**config.mk**
```make
export PLATFORM = sky130hd
export DESIGN_NAME = smc_mac_lite
export DESIGN_NICKNAME = d
export VERILOG_FILES = /design/src/hdl/smc_mac_pkg.sv /design/src/hdl/smc_mac_lite.sv /design/src/hdl/smc_write_lane_mux.sv /design/src/hdl/smc_read_assembler.sv /design/src/hdl/smc_access_counter.sv
export VERILOG_INCLUDE_DIRS = /design/src /design/src/hdl
export SDC_FILE = /design/constraint.sdc
export NUM_CORES = 1
export LEC_CHECK = 0
export BUFFER_PORTS_ARGS = -buffer_cell sky130_fd_sc_hd__buf_2
export CORE_UTILIZATION = 30
export CTS_CLUSTER_DIAMETER = 100
export DETAILED_ROUTE_END_ITERATION = 8
export GPL_ROUTABILITY_DRIVEN = 0
export HOLD_SLACK_MARGIN = 0.1
export MAX_ROUTING_LAYER = met4
export PLACE_DENSITY = 0.56
export REMOVE_ABC_BUFFERS = 1
export SYNTH_ARGS = -nofsm -noshare
export SYNTH_HDL_FRONTEND = slang
export SYNTH_SLANG_ARGS = --single-unit
export TNS_END_PERCENT = 10
```
**constraint.sdc**
```tcl
create_clock -name sys_clk8 -period 1.8 [get_ports sys_clk8]
set_input_delay 0.18 -clock sys_clk8 [delete_from_list [all_inputs] [get_ports sys_clk8]]
set_output_delay 0.18 -clock sys_clk8 [all_outputs]
set_load 0.01 [all_outputs]
```
**src/hdl/smc_mac_consts.svh**
```systemverilog
// smc multiple-access control constants
// bus widths, counter width, fsm next-state codes and transfer size codes

`ifndef SMC_MAC_CONSTS_SVH
`define SMC_MAC_CONSTS_SVH

// --------------------------------------------------------------------------
// widths
// --------------------------------------------------------------------------
`define SMC_DATA_W   32           // internal ahb-side data
`define SMC_BYTE_W   8            // external memory bus, 8-bit only
`define SMC_ACC_W    2            // accesses still to go, up to 3
`define SMC_STATE_W  5            // one-hot fsm next state

// --------------------------------------------------------------------------
// fsm next-state codes, one-hot
// --------------------------------------------------------------------------
`define SMC_IDLE     5'b00001
`define SMC_LE       5'b00010     // address latch enable
`define SMC_RW       5'b00100     // read/write strobe phase
`define SMC_STORE    5'b01000     // last read byte being stored
`define SMC_FLOAT    5'b10000     // bus turnaround

// transfer size codes, 2'b11 reserved
`define XSIZ_8       2'd0
`define XSIZ_16      2'd1
`define XSIZ_32      2'd2

`endif
```
**src/hdl/smc_mac_pkg.sv**
```systemverilog
// smc multiple-access control types
// transfer size, access count, data and fsm state types

`include "smc_mac_consts.svh"

package smc_mac_pkg;

  // --------------------------------------------------------------------------
  // transfer size, coded as on the internal bus
  // --------------------------------------------------------------------------
  typedef enum logic [1:0] {
    XFER_8  = `XSIZ_8,              // byte
    XFER_16 = `XSIZ_16,             // halfword
    XFER_32 = `XSIZ_32              // word
  } xfer_size_t;

  // accesses still to go after the current one
  typedef logic [`SMC_ACC_W-1:0] acc_cnt_t;

  // internal word
  typedef logic [`SMC_DATA_W-1:0] smc_word_t;

  // one byte on the external bus
  typedef logic [`SMC_BYTE_W-1:0] smc_byte_t;

  // fsm next state, one-hot
  typedef logic [`SMC_STATE_W-1:0] smc_state_t;

endpackage

```
**src/hdl/smc_mac_lite.sv**
```systemverilog
// smc multiple-access control, top
// splits one internal transfer into byte accesses on the 8-bit memory bus

`timescale 1ns/1ns

`include "smc_mac_consts.svh"

module smc_mac_lite
(
  input  logic                     sys_clk8,       // system clock
  input  logic                     n_sys_reset8,   // async reset, active low
  input  logic                     valid_access,   // address cycle of new transfer
  input  smc_mac_pkg::xfer_size_t  xfer_size,      // valid with valid_access
  input  logic                     smc_done,       // end of one external access
  input  smc_mac_pkg::smc_state_t  smc_nextstate,  // fsm next state
  input  logic                     latch_data,     // read byte valid
  input  smc_mac_pkg::smc_byte_t   data_smc,       // external read byte
  input  smc_mac_pkg::smc_word_t   write_data,     // internal write word
  output smc_mac_pkg::acc_cnt_t    r_num_access,   // accesses still to go
  output logic                     mac_done,       // last access
  output smc_mac_pkg::xfer_size_t  v_xfer_size,    // size valid this cycle
  output smc_mac_pkg::smc_word_t   read_data,      // to internal bus
  output smc_mac_pkg::smc_word_t   smc_data        // to external bus
);

  smc_mac_pkg::xfer_size_t r_xfer_size;   // stored size, read side only

  // --------------------------------------------------------------------------
  // access count and size
  // --------------------------------------------------------------------------
  smc_access_counter u_counter
  (
    .sys_clk8      (sys_clk8),
    .n_sys_reset8  (n_sys_reset8),
    .valid_access  (valid_access),
    .xfer_size     (xfer_size),
    .smc_done      (smc_done),
    .smc_nextstate (smc_nextstate),
    .r_num_access  (r_num_access),
    .r_xfer_size   (r_xfer_size),
    .v_xfer_size   (v_xfer_size),
    .mac_done      (mac_done)
  );

  // --------------------------------------------------------------------------
  // read path
  // --------------------------------------------------------------------------
  smc_read_assembler u_read
  (
    .sys_clk8      (sys_clk8),
    .n_sys_reset8  (n_sys_reset8),
    .latch_data    (latch_data),
    .r_num_access  (r_num_access),
    .r_xfer_size   (r_xfer_size),
    .data_smc      (data_smc),
    .read_data     (read_data)
  );

  // --------------------------------------------------------------------------
  // write path
  // --------------------------------------------------------------------------
  smc_write_lane_mux u_write
  (
    .r_num_access  (r_num_access),
    .write_data    (write_data),
    .smc_data      (smc_data)
  );

endmodule

```
**src/hdl/smc_write_lane_mux.sv**
```systemverilog
// smc write lane mux
// puts the write-data byte for the current access on the external bus

`timescale 1ns/1ns

`include "smc_mac_consts.svh"

module smc_write_lane_mux
(
  input  smc_mac_pkg::acc_cnt_t    r_num_access,   // selects the byte lane
  input  smc_mac_pkg::smc_word_t   write_data,     // held by the internal bus
  output smc_mac_pkg::smc_word_t   smc_data        // to external bus
);

  smc_mac_pkg::smc_byte_t lane;   // byte for this access

  // same lane order as the read side with msb first
  always_comb
  begin
    case (r_num_access)
      2'd3:    lane = write_data[31:24];
      2'd2:    lane = write_data[23:16];
      2'd1:    lane = write_data[15:8];
      default: lane = write_data[7:0];
    endcase
  end

  // upper lanes unused on the 8-bit bus
  assign smc_data = {{(`SMC_DATA_W - `SMC_BYTE_W){1'b0}}, lane};

endmodule

```
**src/hdl/smc_read_assembler.sv**
```systemverilog
// smc read assembler
// collects external read bytes into a word and drives the internal read bus

`timescale 1ns/1ns

`include "smc_mac_consts.svh"

module smc_read_assembler
(
  input  logic                     sys_clk8,       // system clock
  input  logic                     n_sys_reset8,   // async reset, active low
  input  logic                     latch_data,     // data_smc valid this cycle
  input  smc_mac_pkg::acc_cnt_t    r_num_access,   // selects the byte lane
  input  smc_mac_pkg::xfer_size_t  r_xfer_size,    // stored transfer size
  input  smc_mac_pkg::smc_byte_t   data_smc,       // external read byte
  output smc_mac_pkg::smc_word_t   read_data       // to internal bus
);

  smc_mac_pkg::smc_word_t r_read_data;  // bytes gathered so far
  smc_mac_pkg::smc_word_t cur_word;     // register with live byte merged in

  // --------------------------------------------------------------------------
  // byte store
  // --------------------------------------------------------------------------
  // bytes arrive msb first, count 3 down to 0
  // lanes below the written one are cleared, lanes above are kept
  always_ff @(posedge sys_clk8 or negedge n_sys_reset8)
  begin
    if (!n_sys_reset8)
    begin
      r_read_data <= '0;
    end
    else if (latch_data)
    begin
      case (r_num_access)
        2'd3:
        begin
          // first byte of a word, wipe the rest
          r_read_data <= {data_smc, {(`SMC_DATA_W - `SMC_BYTE_W){1'b0}}};
        end
        2'd2:
        begin
          r_read_data <= {r_read_data[31:24], data_smc, 16'h0};
        end
        2'd1:
        begin
          // first byte of a halfword lands here too
          r_read_data <= {r_read_data[31:16], data_smc, 8'h0};
        end
        default:
        begin
          r_read_data <= {r_read_data[31:8], data_smc};   // last byte
        end
      endcase
    end
  end

  // --------------------------------------------------------------------------
  // read bus
  // --------------------------------------------------------------------------

  // the last byte goes straight through in its latch cycle
  // so the word is complete without waiting a clock
  assign cur_word = latch_data ? {r_read_data[31:8], data_smc} : r_read_data;

  always_comb
  begin
    case (r_xfer_size)
      smc_mac_pkg::XFER_32:
      begin
        read_data = cur_word;
      end
      smc_mac_pkg::XFER_16:
      begin
        read_data = {2{cur_word[15:0]}};    // halfword on both lanes
      end
      default:
      begin
        read_data = {4{cur_word[7:0]}};     // byte on all four lanes
      end
    endcase
  end

  // --------------------------------------------------------------------------
  // checks
  // --------------------------------------------------------------------------

  // memory must drive the bus by the time the fsm samples it
  a_data_known : assert property (
    @(posedge sys_clk8) disable iff (!n_sys_reset8)
    latch_data |-> !$isunknown(data_smc)
  )
  else
    $error("latch_data with unknown data_smc");

endmodule

```
**src/hdl/smc_access_counter.sv**
```systemverilog
// smc access counter
// captures the transfer size, counts the external accesses down, flags the last

`timescale 1ns/1ns

`include "smc_mac_consts.svh"

module smc_access_counter
(
  input  logic                     sys_clk8,       // system clock
  input  logic                     n_sys_reset8,   // async reset, active low
  input  logic                     valid_access,   // address cycle of new transfer
  input  smc_mac_pkg::xfer_size_t  xfer_size,      // valid with valid_access
  input  logic                     smc_done,       // end of one external access
  input  smc_mac_pkg::smc_state_t  smc_nextstate,  // fsm next state
  output smc_mac_pkg::acc_cnt_t    r_num_access,   // accesses still to go
  output smc_mac_pkg::xfer_size_t  r_xfer_size,    // stored size
  output smc_mac_pkg::xfer_size_t  v_xfer_size,    // size valid this cycle
  output logic                     mac_done        // last access
);

  smc_mac_pkg::acc_cnt_t num_accesses;    // load value for the counter
  logic                  dec_en;          // step to the next access

  // --------------------------------------------------------------------------
  // transfer size store
  // --------------------------------------------------------------------------
  always_ff @(posedge sys_clk8 or negedge n_sys_reset8)
  begin
    if (!n_sys_reset8)
      r_xfer_size <= smc_mac_pkg::XFER_8;
    else if (valid_access)
      r_xfer_size <= xfer_size;         // held for the whole transfer
  end

  // live size in the address cycle, stored one after
  assign v_xfer_size = valid_access ? xfer_size : r_xfer_size;

  // --------------------------------------------------------------------------
  // number of accesses, minus the first one
  // --------------------------------------------------------------------------
  always_comb
  begin
    case (xfer_size)
      smc_mac_pkg::XFER_16: num_accesses = smc_mac_pkg::acc_cnt_t'(1);  // two bytes
      smc_mac_pkg::XFER_32: num_accesses = smc_mac_pkg::acc_cnt_t'(3);  // four bytes
      default:              num_accesses = smc_mac_pkg::acc_cnt_t'(0);  // single byte
    endcase
  end

  // store and idle end the transfer, no more bytes to move
  assign dec_en = smc_done &&
                  (smc_nextstate != `SMC_STORE) &&
                  (smc_nextstate != `SMC_IDLE);

  // --------------------------------------------------------------------------
  // access counter
  // --------------------------------------------------------------------------
  always_ff @(posedge sys_clk8 or negedge n_sys_reset8)
  begin
    if (!n_sys_reset8)
      r_num_access <= '0;
    else if (valid_access)
      r_num_access <= num_accesses;     // new transfer wins over a stray done
    else if (dec_en)
      r_num_access <= r_num_access - smc_mac_pkg::acc_cnt_t'(1);
  end

  // count at zero means this is the final access
  assign mac_done = (r_num_access == '0);

  // --------------------------------------------------------------------------
  // checks
  // --------------------------------------------------------------------------

  // the fsm must leave through store or idle once the last byte is reached,
  // otherwise the counter wraps to 3 and the next transfer starts misaligned
  a_no_underflow : assert property (
    @(posedge sys_clk8) disable iff (!n_sys_reset8)
    (dec_en && !valid_access) |-> (r_num_access != '0)
  )
  else
    $error("access counter decremented at zero");

endmodule

```
==> reports/qor.json, run 1 <==
{
  "status": "finished, violations left",
  "failed_checks": "negative setup slack",
  "cts.htree.levels": 2,
  "grt_first_pass_wirelength_um": 10800,
  "detail_route.wl_per_cell_um": 13.6,
  "met3WireLength_um": 438,
  "vdd_drop_max_v": 0.000311,
  "fp-row-count": 33,
  "fin_crit_ns": 1.86,
  "totalWireLength_um": 6620,
  "detailed_place_hpwl_um": 5180,
  "initialDrtViolationCount": 121,
  "crit_path_start_kind": "flop",
  "synth.avg_cell_area_sq_um": 9.01,
  "first_global_vias": 2176,
  "worst-endpoint-required_ns": 1.62,
  "crit_type": "flop to output port",
  "cts.clk_slew.worst_paths_ns": 0.07,
  "start_util_pct": 31.1,
  "syn_to_final_growth_pct": 27.8,
  "drt-met1-wl_um": 2810,
  "power.density_cell_area_nw_per_um2": 900,
  "fin_crit_sh_pct": 103,
  "post_route_cells_drive_above_1_share_pct": 47.6,
  "timing.critical_path.arrival_ns": 1.68,
  "core_region_sq_um": 8260,
  "setup.worst_path.end_class": "output port",
  "antenna_violations_before_repair": 0,
  "report.final.hold_viol_count": 0,
  "yosysSeqAreaShare_pct": 35.1,
  "track_usage_pct": 16.4,
  "yosys_warnings": 0,
  "met2WireLength_um": 3280,
  "layout.cells.most_common": "sky130_fd_sc_hd__buf_2",
  "critical_path.max_stage_delay_ns": 0.44,
  "chipHeight_um": 94.5,
  "syn-instance-count": 285,
  "setup_slack_ns": -0.0573,
  "fmax_ghz": 0.538,
  "detail_route.first_pass.iterations": 5,
  "detail-route-antenna-nets": 0,
  "power_w": 0.00295,
  "utilization_pct": 39.7,
  "synth_cell_type_count": 38,
  "synth.cell_area_sq_um": 2570,
  "die-width_um": 94.5,
  "placedCellCount": 475,
  "design.portCount": 121,
  "global_route.overflow_total": 0,
  "n_antenna_cell": 0,
  "clkSinkCount": 36,
  "grt_max_degree": 20,
  "clk-insertion-delay-late_ns": 0.29,
  "netlist.area_leader.share_pct": 35.1,
  "total_leakage_power_nw": 1.70,
  "stdcell_count": 487,
  "place.port_buffers": 96,
  "cts_made_buffers": 5,
  "reg2reg_depth": 5,
  "drcViolationCount": 0,
  "timing.clock.skew_ns": 0.00585,
  "clock_path_buffers": 2,
  "fillerInstances": 857,
  "fin_nets": 440,
  "routed.top_layer": "met4",
  "layout.cells.most_common_list": "sky130_fd_sc_hd__buf_2, sky130_fd_sc_hd__nand2_1, sky130_fd_sc_hd__dfrtp_1",
  "route.vias.total": 2262,
  "hold_depth": 3,
  "cts_tree": "done",
  "report.final.setup_viol": 5,
  "netlist_top_cells_area": "sky130_fd_sc_hd__dfrtp_1, sky130_fd_sc_hd__buf_4, sky130_fd_sc_hd__nand2_1",
  "design.die.area_sq_um": 8930,
  "number_of_violations_of_the_max_capacitance_limit": 0,
  "synth.ff_latch_count": 36,
  "worstHoldPathType": "input port to flop",
  "cts_root_buf": "sky130_fd_sc_hd__clkbuf_8",
  "rsz0062_at_grt": "true",
  "synth_top_area_cell": "sky130_fd_sc_hd__dfrtp_1",
  "avgViaCountPerCell": 4.64,
  "worst_path_max_delay_cell": "sky130_fd_sc_hd__dfrtp_2",
  "slew_violations": 0,
  "crit_path_max_fanout": 9,
  "path_cells": "buf_6 > ha_4 > a222oi_1 > mux2i_1 > buf_2"
}
## cell type report
class	count	area [sq um]	area share, %
multi-input combinational	200	1380	42.1
timing repair buffer	116	673	20.5
tap	105	131	4.00
clock buffer	6	72.6	2.21
inverter	22	82.6	2.52
clock inverter	2	35.0	1.07
sequential	36	903	27.5
## power by group
group | total (W) | switching (W) | internal (W)
Clock | 0.000704 | 0.000293 | 0.000411
Sequential | 0.00110 | 0.000117 | 0.000980
Combinational | 0.00115 | 0.000626 | 0.000525
## worst paths after layout
kind / from / to / slack, ns
worst max register to register: u_counter.r_num_access[1] / u_read.r_read_data[17] / 0.21
worst max-delay path: u_counter.r_num_access[1] / smc_data[5] / -0.06
min in group asynchronous: n_sys_reset8 / u_read.r_read_data[8] / 0.39
worst min-delay path: data_smc[3] / u_read.r_read_data[11] / 0.16
worst min register to register: u_read.r_read_data[25] / u_read.r_read_data[25] / 0.49
max in group asynchronous: n_sys_reset8 / u_read.r_read_data[15] / 0.95
## sequential cells by signal, summed over array words and instances (netlist names)
register	count
u_counter.r_num_access	2
u_read.r_read_data	32
u_counter.r_xfer_size	2
## critical path, delay by kind of cell, from the launching register on
kind | cells | cell delay [ns]
flip-flops | 1 | 0.44
AO/OA/AOI/OAI | 1 | 0.37
buffers and inverters | 2 | 0.28
multiplexers | 1 | 0.12
adder cells (fa/ha/maj) | 1 | 0.18
## stage by stage
stage | setup TNS [ns] | hold WS [ns] | setup slack (ns) | instance area (sq um)
2_1_floorplan | -0.0337 | -0.116 | -0.00561 | 2280
3_3_place_gp | -0.233 | 0.170 | -0.0398 | 3040
3_5_place_dp | -0.583 | 0.173 | -0.105 | 3040
4_1_cts | -0.146 | 0.154 | -0.0605 | 3270
5_1_grt | -1.34 | 0.152 | -0.155 | 3280
6_report | -0.123 | 0.157 | -0.0573 | 3280
## Yosys cell counts (all sizes together)
cell type and n:
nand2 58, buf 46, dfrtp 36, o21ai 35, inv 22, mux2i 16
nand2b 11, a22o 9, nor2 9, a222oi 8, a22oi 8, ha 7
clkbuf 4, nor2b 3, o31a 2, a2111o 1, a211oi 1, and3b 1
conb 1, nand3 1, nand3b 1, nand4b 1, nor3 1, nor4b 1
o21ba 1, xor2 1
## kinds of logic after synthesis
kind of cell	share of synthesized area [%]
other	0.146
XOR/XNOR	0.341
buffers and inverters	17.8
multiplexers	7.41
flip-flops	35.1
AO/OA/AOI/OAI	18.8
AND/OR/NAND/NOR	17.1
adder cells (fa/ha/maj)	3.41
## routing by layer
metal  track usage [%]  vias to the layer above
li1                  -                     1104
met1              19.1                     1039
met2              28.9                      110
met3              3.14                        9
met4              4.55                        0
met5                 -                        -
## repair_timing
| action | CTS | global route |
|---|---|---|
| setup endpoints to repair | 25 | 32 |
| pin swaps | 1 | 1 |
| hold endpoints to repair | 18 | 0 |
| resized for setup | 25 | 2 |
| setup buffers | 4 | 0 |
| hold buffers | 1 | 0 |
No activity file was read; power rests on OpenSTA's default activity.
==> run 2, diff against run 1 <==
--- a/config.mk
+++ b/config.mk
@@ -9,2 +9,3 @@
 export BUFFER_PORTS_ARGS = -buffer_cell sky130_fd_sc_hd__buf_2
+export CORE_ASPECT_RATIO = 0.75
 export CORE_UTILIZATION = 30
@@ -16,3 +17,2 @@
 export PLACE_DENSITY = 0.56
-export REMOVE_ABC_BUFFERS = 1
 export SYNTH_ARGS = -nofsm -noshare
--- a/constraint.sdc
+++ b/constraint.sdc
@@ -3,2 +3,2 @@
 set_output_delay 0.18 -clock sys_clk8 [all_outputs]
-set_load 0.01 [all_outputs]
+set_load 0.005 [all_outputs]
==> run 2 against run 1 <==
  * The flow now finishes without violations
  * Die area about the same
  * Register-to-register slack improved by 0.04 ns
  * Flip-flop and latch count unchanged
==> reports/qor.json, run 2 (synthesized netlist as in run 1, its figures left out) <==
{
  "status": "finished, final reports clean",
  "post_route_cells_drive_above_1_share_pct": 46.9,
  "report.final.setup_viol": 0,
  "cts.htree.levels": 2,
  "share_seq_of_total_power_pct": 34.0,
  "syn_to_final_growth_pct": 29.0,
  "cts_made_buffers": 5,
  "power_w": 0.00323,
  "finalSetupTns_ns": 0,
  "crit_path_max_fanout": 10,
  "vdd_drop_max_v": 0.000439,
  "detail_route.wl_per_cell_um": 14.0,
  "relative_contribution_of_combinational_cells_to_total_power_pct": 33.1,
  "total_leakage_power_nw": 1.71,
  "fp-row-count": 28,
  "hold_ws_ns": 0.171,
  "rsz0062_at_grt": "true",
  "chipHeight_um": 82.1,
  "clkSinkCount": 36,
  "worstHoldPathType": "input port to flop",
  "totalWireLength_um": 6730,
  "detail-route-antenna-nets": 0,
  "largest_register_by_flop_count": "u_read.r_read_data",
  "place.port_buffers": 96,
  "avgViaCountPerCell": 4.49,
  "cts_root_buf": "sky130_fd_sc_hd__clkbuf_16",
  "drcViolationCount": 0,
  "design.die.area_sq_um": 8940,
  "biggestRegsByFlops": "u_read.r_read_data: 32 flops, u_counter.r_num_access: 2 flops, u_counter.r_xfer_size: 2 flops",
  "timing.clock.skew_ns": 0.00425,
  "route.vias.total": 2163,
  "antenna_violations_before_repair": 0,
  "drt-met1-wl_um": 3520,
  "dp_slack_ns": 0.140,
  "cts_tree": "done",
  "design.portCount": 121,
  "routed.top_layer": "met4",
  "finalInstanceArea_sq_um": 3310,
  "clock_path_buffers": 2,
  "grt_first_pass_wirelength_um": 10700,
  "track_usage_pct": 16.5,
  "timing.critical_path.arrival_ns": 1.60,
  "clk-insertion-delay-late_ns": 0.28,
  "max_ffs_per_register": 32,
  "layout.cells.most_common_list": "sky130_fd_sc_hd__buf_2, sky130_fd_sc_hd__nand2_1, sky130_fd_sc_hd__dfrtp_1",
  "cell_area_placed_sq_um": 2990,
  "met3WireLength_um": 396,
  "grt_max_degree": 37,
  "cell_internal_pwr_w": 0.00223,
  "n_antenna_cell": 0,
  "power.share.switching_pct": 31.0,
  "fin_nets": 435,
  "crit_path_start_kind": "flop",
  "slew_violations": 0,
  "initialDrtViolationCount": 125,
  "detailed_place_hpwl_um": 5130,
  "fin_crit_ns": 1.78,
  "total_switching_power_w": 0.00100,
  "worst-endpoint-required_ns": 1.62,
  "cts.clk_slew.worst_paths_ns": 0.06,
  "met2WireLength_um": 2770,
  "first_global_vias": 2035,
  "setup_slack_ns": 0.0195,
  "layout.cells.most_common": "sky130_fd_sc_hd__buf_2",
  "die-width_um": 109,
  "share_clk_of_total_power_pct": 32.9,
  "power.density_cell_area_nw_per_um2": 974,
  "fmax_ghz": 0.562,
  "fin_crit_sh_pct": 98.9,
  "detail_route.first_pass.iterations": 5,
  "number_of_violations_of_the_max_capacitance_limit": 0,
  "report.final.hold_viol_count": 0,
  "crit_type": "flop to output port",
  "global_route.overflow_total": 0,
  "core_region_sq_um": 8090,
  "start_util_pct": 31.7,
  "setup.worst_path.end_class": "output port"
}
-- run 2: power groups by stage --
| stage | registers, W | logic (W) | clock network, W |
|---|---|---|---|
| 2_1_floorplan | 0.00107 | 0.000702 | 0 |
| 3_3_place_gp | 0.00109 | 0.000989 | 0 |
| 3_5_place_dp | 0.00110 | 0.00100 | 0 |
| 4_1_cts | 0.00109 | 0.00104 | 0.00108 |
| 5_1_grt | 0.00112 | 0.00120 | 0.00111 |
| 6_report | 0.00110 | 0.00107 | 0.00106 |
-- run 2: area by class of cell --
class | instances | area [sq um]
multi-input combinational | 200 | 1390
inverter | 22 | 82.6
tap | 105 | 131
fill | 810 | 4780
clock buffer | 7 | 153
sequential | 36 | 903
clock inverter | 1 | 30.0
timing repair buffer | 111 | 623
-- run 2: path summary, 6_finish.rpt --
| kind | to | slack (ns) | from | cells past startpoint |
|---|---|---|---|---|
| min in group asynchronous | u_read.r_read_data[3] | 0.47 | n_sys_reset8 | 3 |
| max in group asynchronous | u_counter.r_num_access[1] | 0.96 | n_sys_reset8 | 3 |
| worst min register to register | u_read.r_read_data[29] | 0.49 | u_read.r_read_data[29] | 2 |
| worst max-delay path | smc_data[5] | 0.02 | u_counter.r_num_access[0] | 5 |
| worst min-delay path | u_read.r_read_data[15] | 0.17 | data_smc[7] | 3 |
| worst max register to register | u_read.r_read_data[19] | 0.25 | u_counter.r_num_access[1] | 5 |
-- run 2: worst max-delay path: stages (launching register included) --
cell and delay (ns):
sky130_fd_sc_hd__dfrtp_2 0.43, sky130_fd_sc_hd__inv_2 0.08, sky130_fd_sc_hd__ha_4 0.20, sky130_fd_sc_hd__a222oi_1 0.35, sky130_fd_sc_hd__mux2i_1 0.11, sky130_fd_sc_hd__buf_2 0.14
-- run 2: metrics by stage --
| step | util, % | cells |
|---|---|---|
| floorplan | - | 308 |
| global placement | 36.9 | 470 |
| detailed placement | 36.9 | 470 |
| CTS | 40.0 | 480 |
| global route | 40.9 | 482 |
| finish | 40.9 | 482 |
-- run 2: layer usage --
layer / vias to the layer above / GRT usage, %
li1: 1094 / -
met1: 996 / 24.3
met2: 67 / 22.8
met3: 6 / 4.08
met4: 0 / 3.11
met5: - / -
-- run 2: repair_timing --
action,in CTS,in global routing
hold buffers,1,0
endpoints found under the setup margin,24,28
gates cloned,0,0
buffers inserted,1,2
pin swaps,1,4
hold endpoints to repair,36,0
resized for setup,10,17
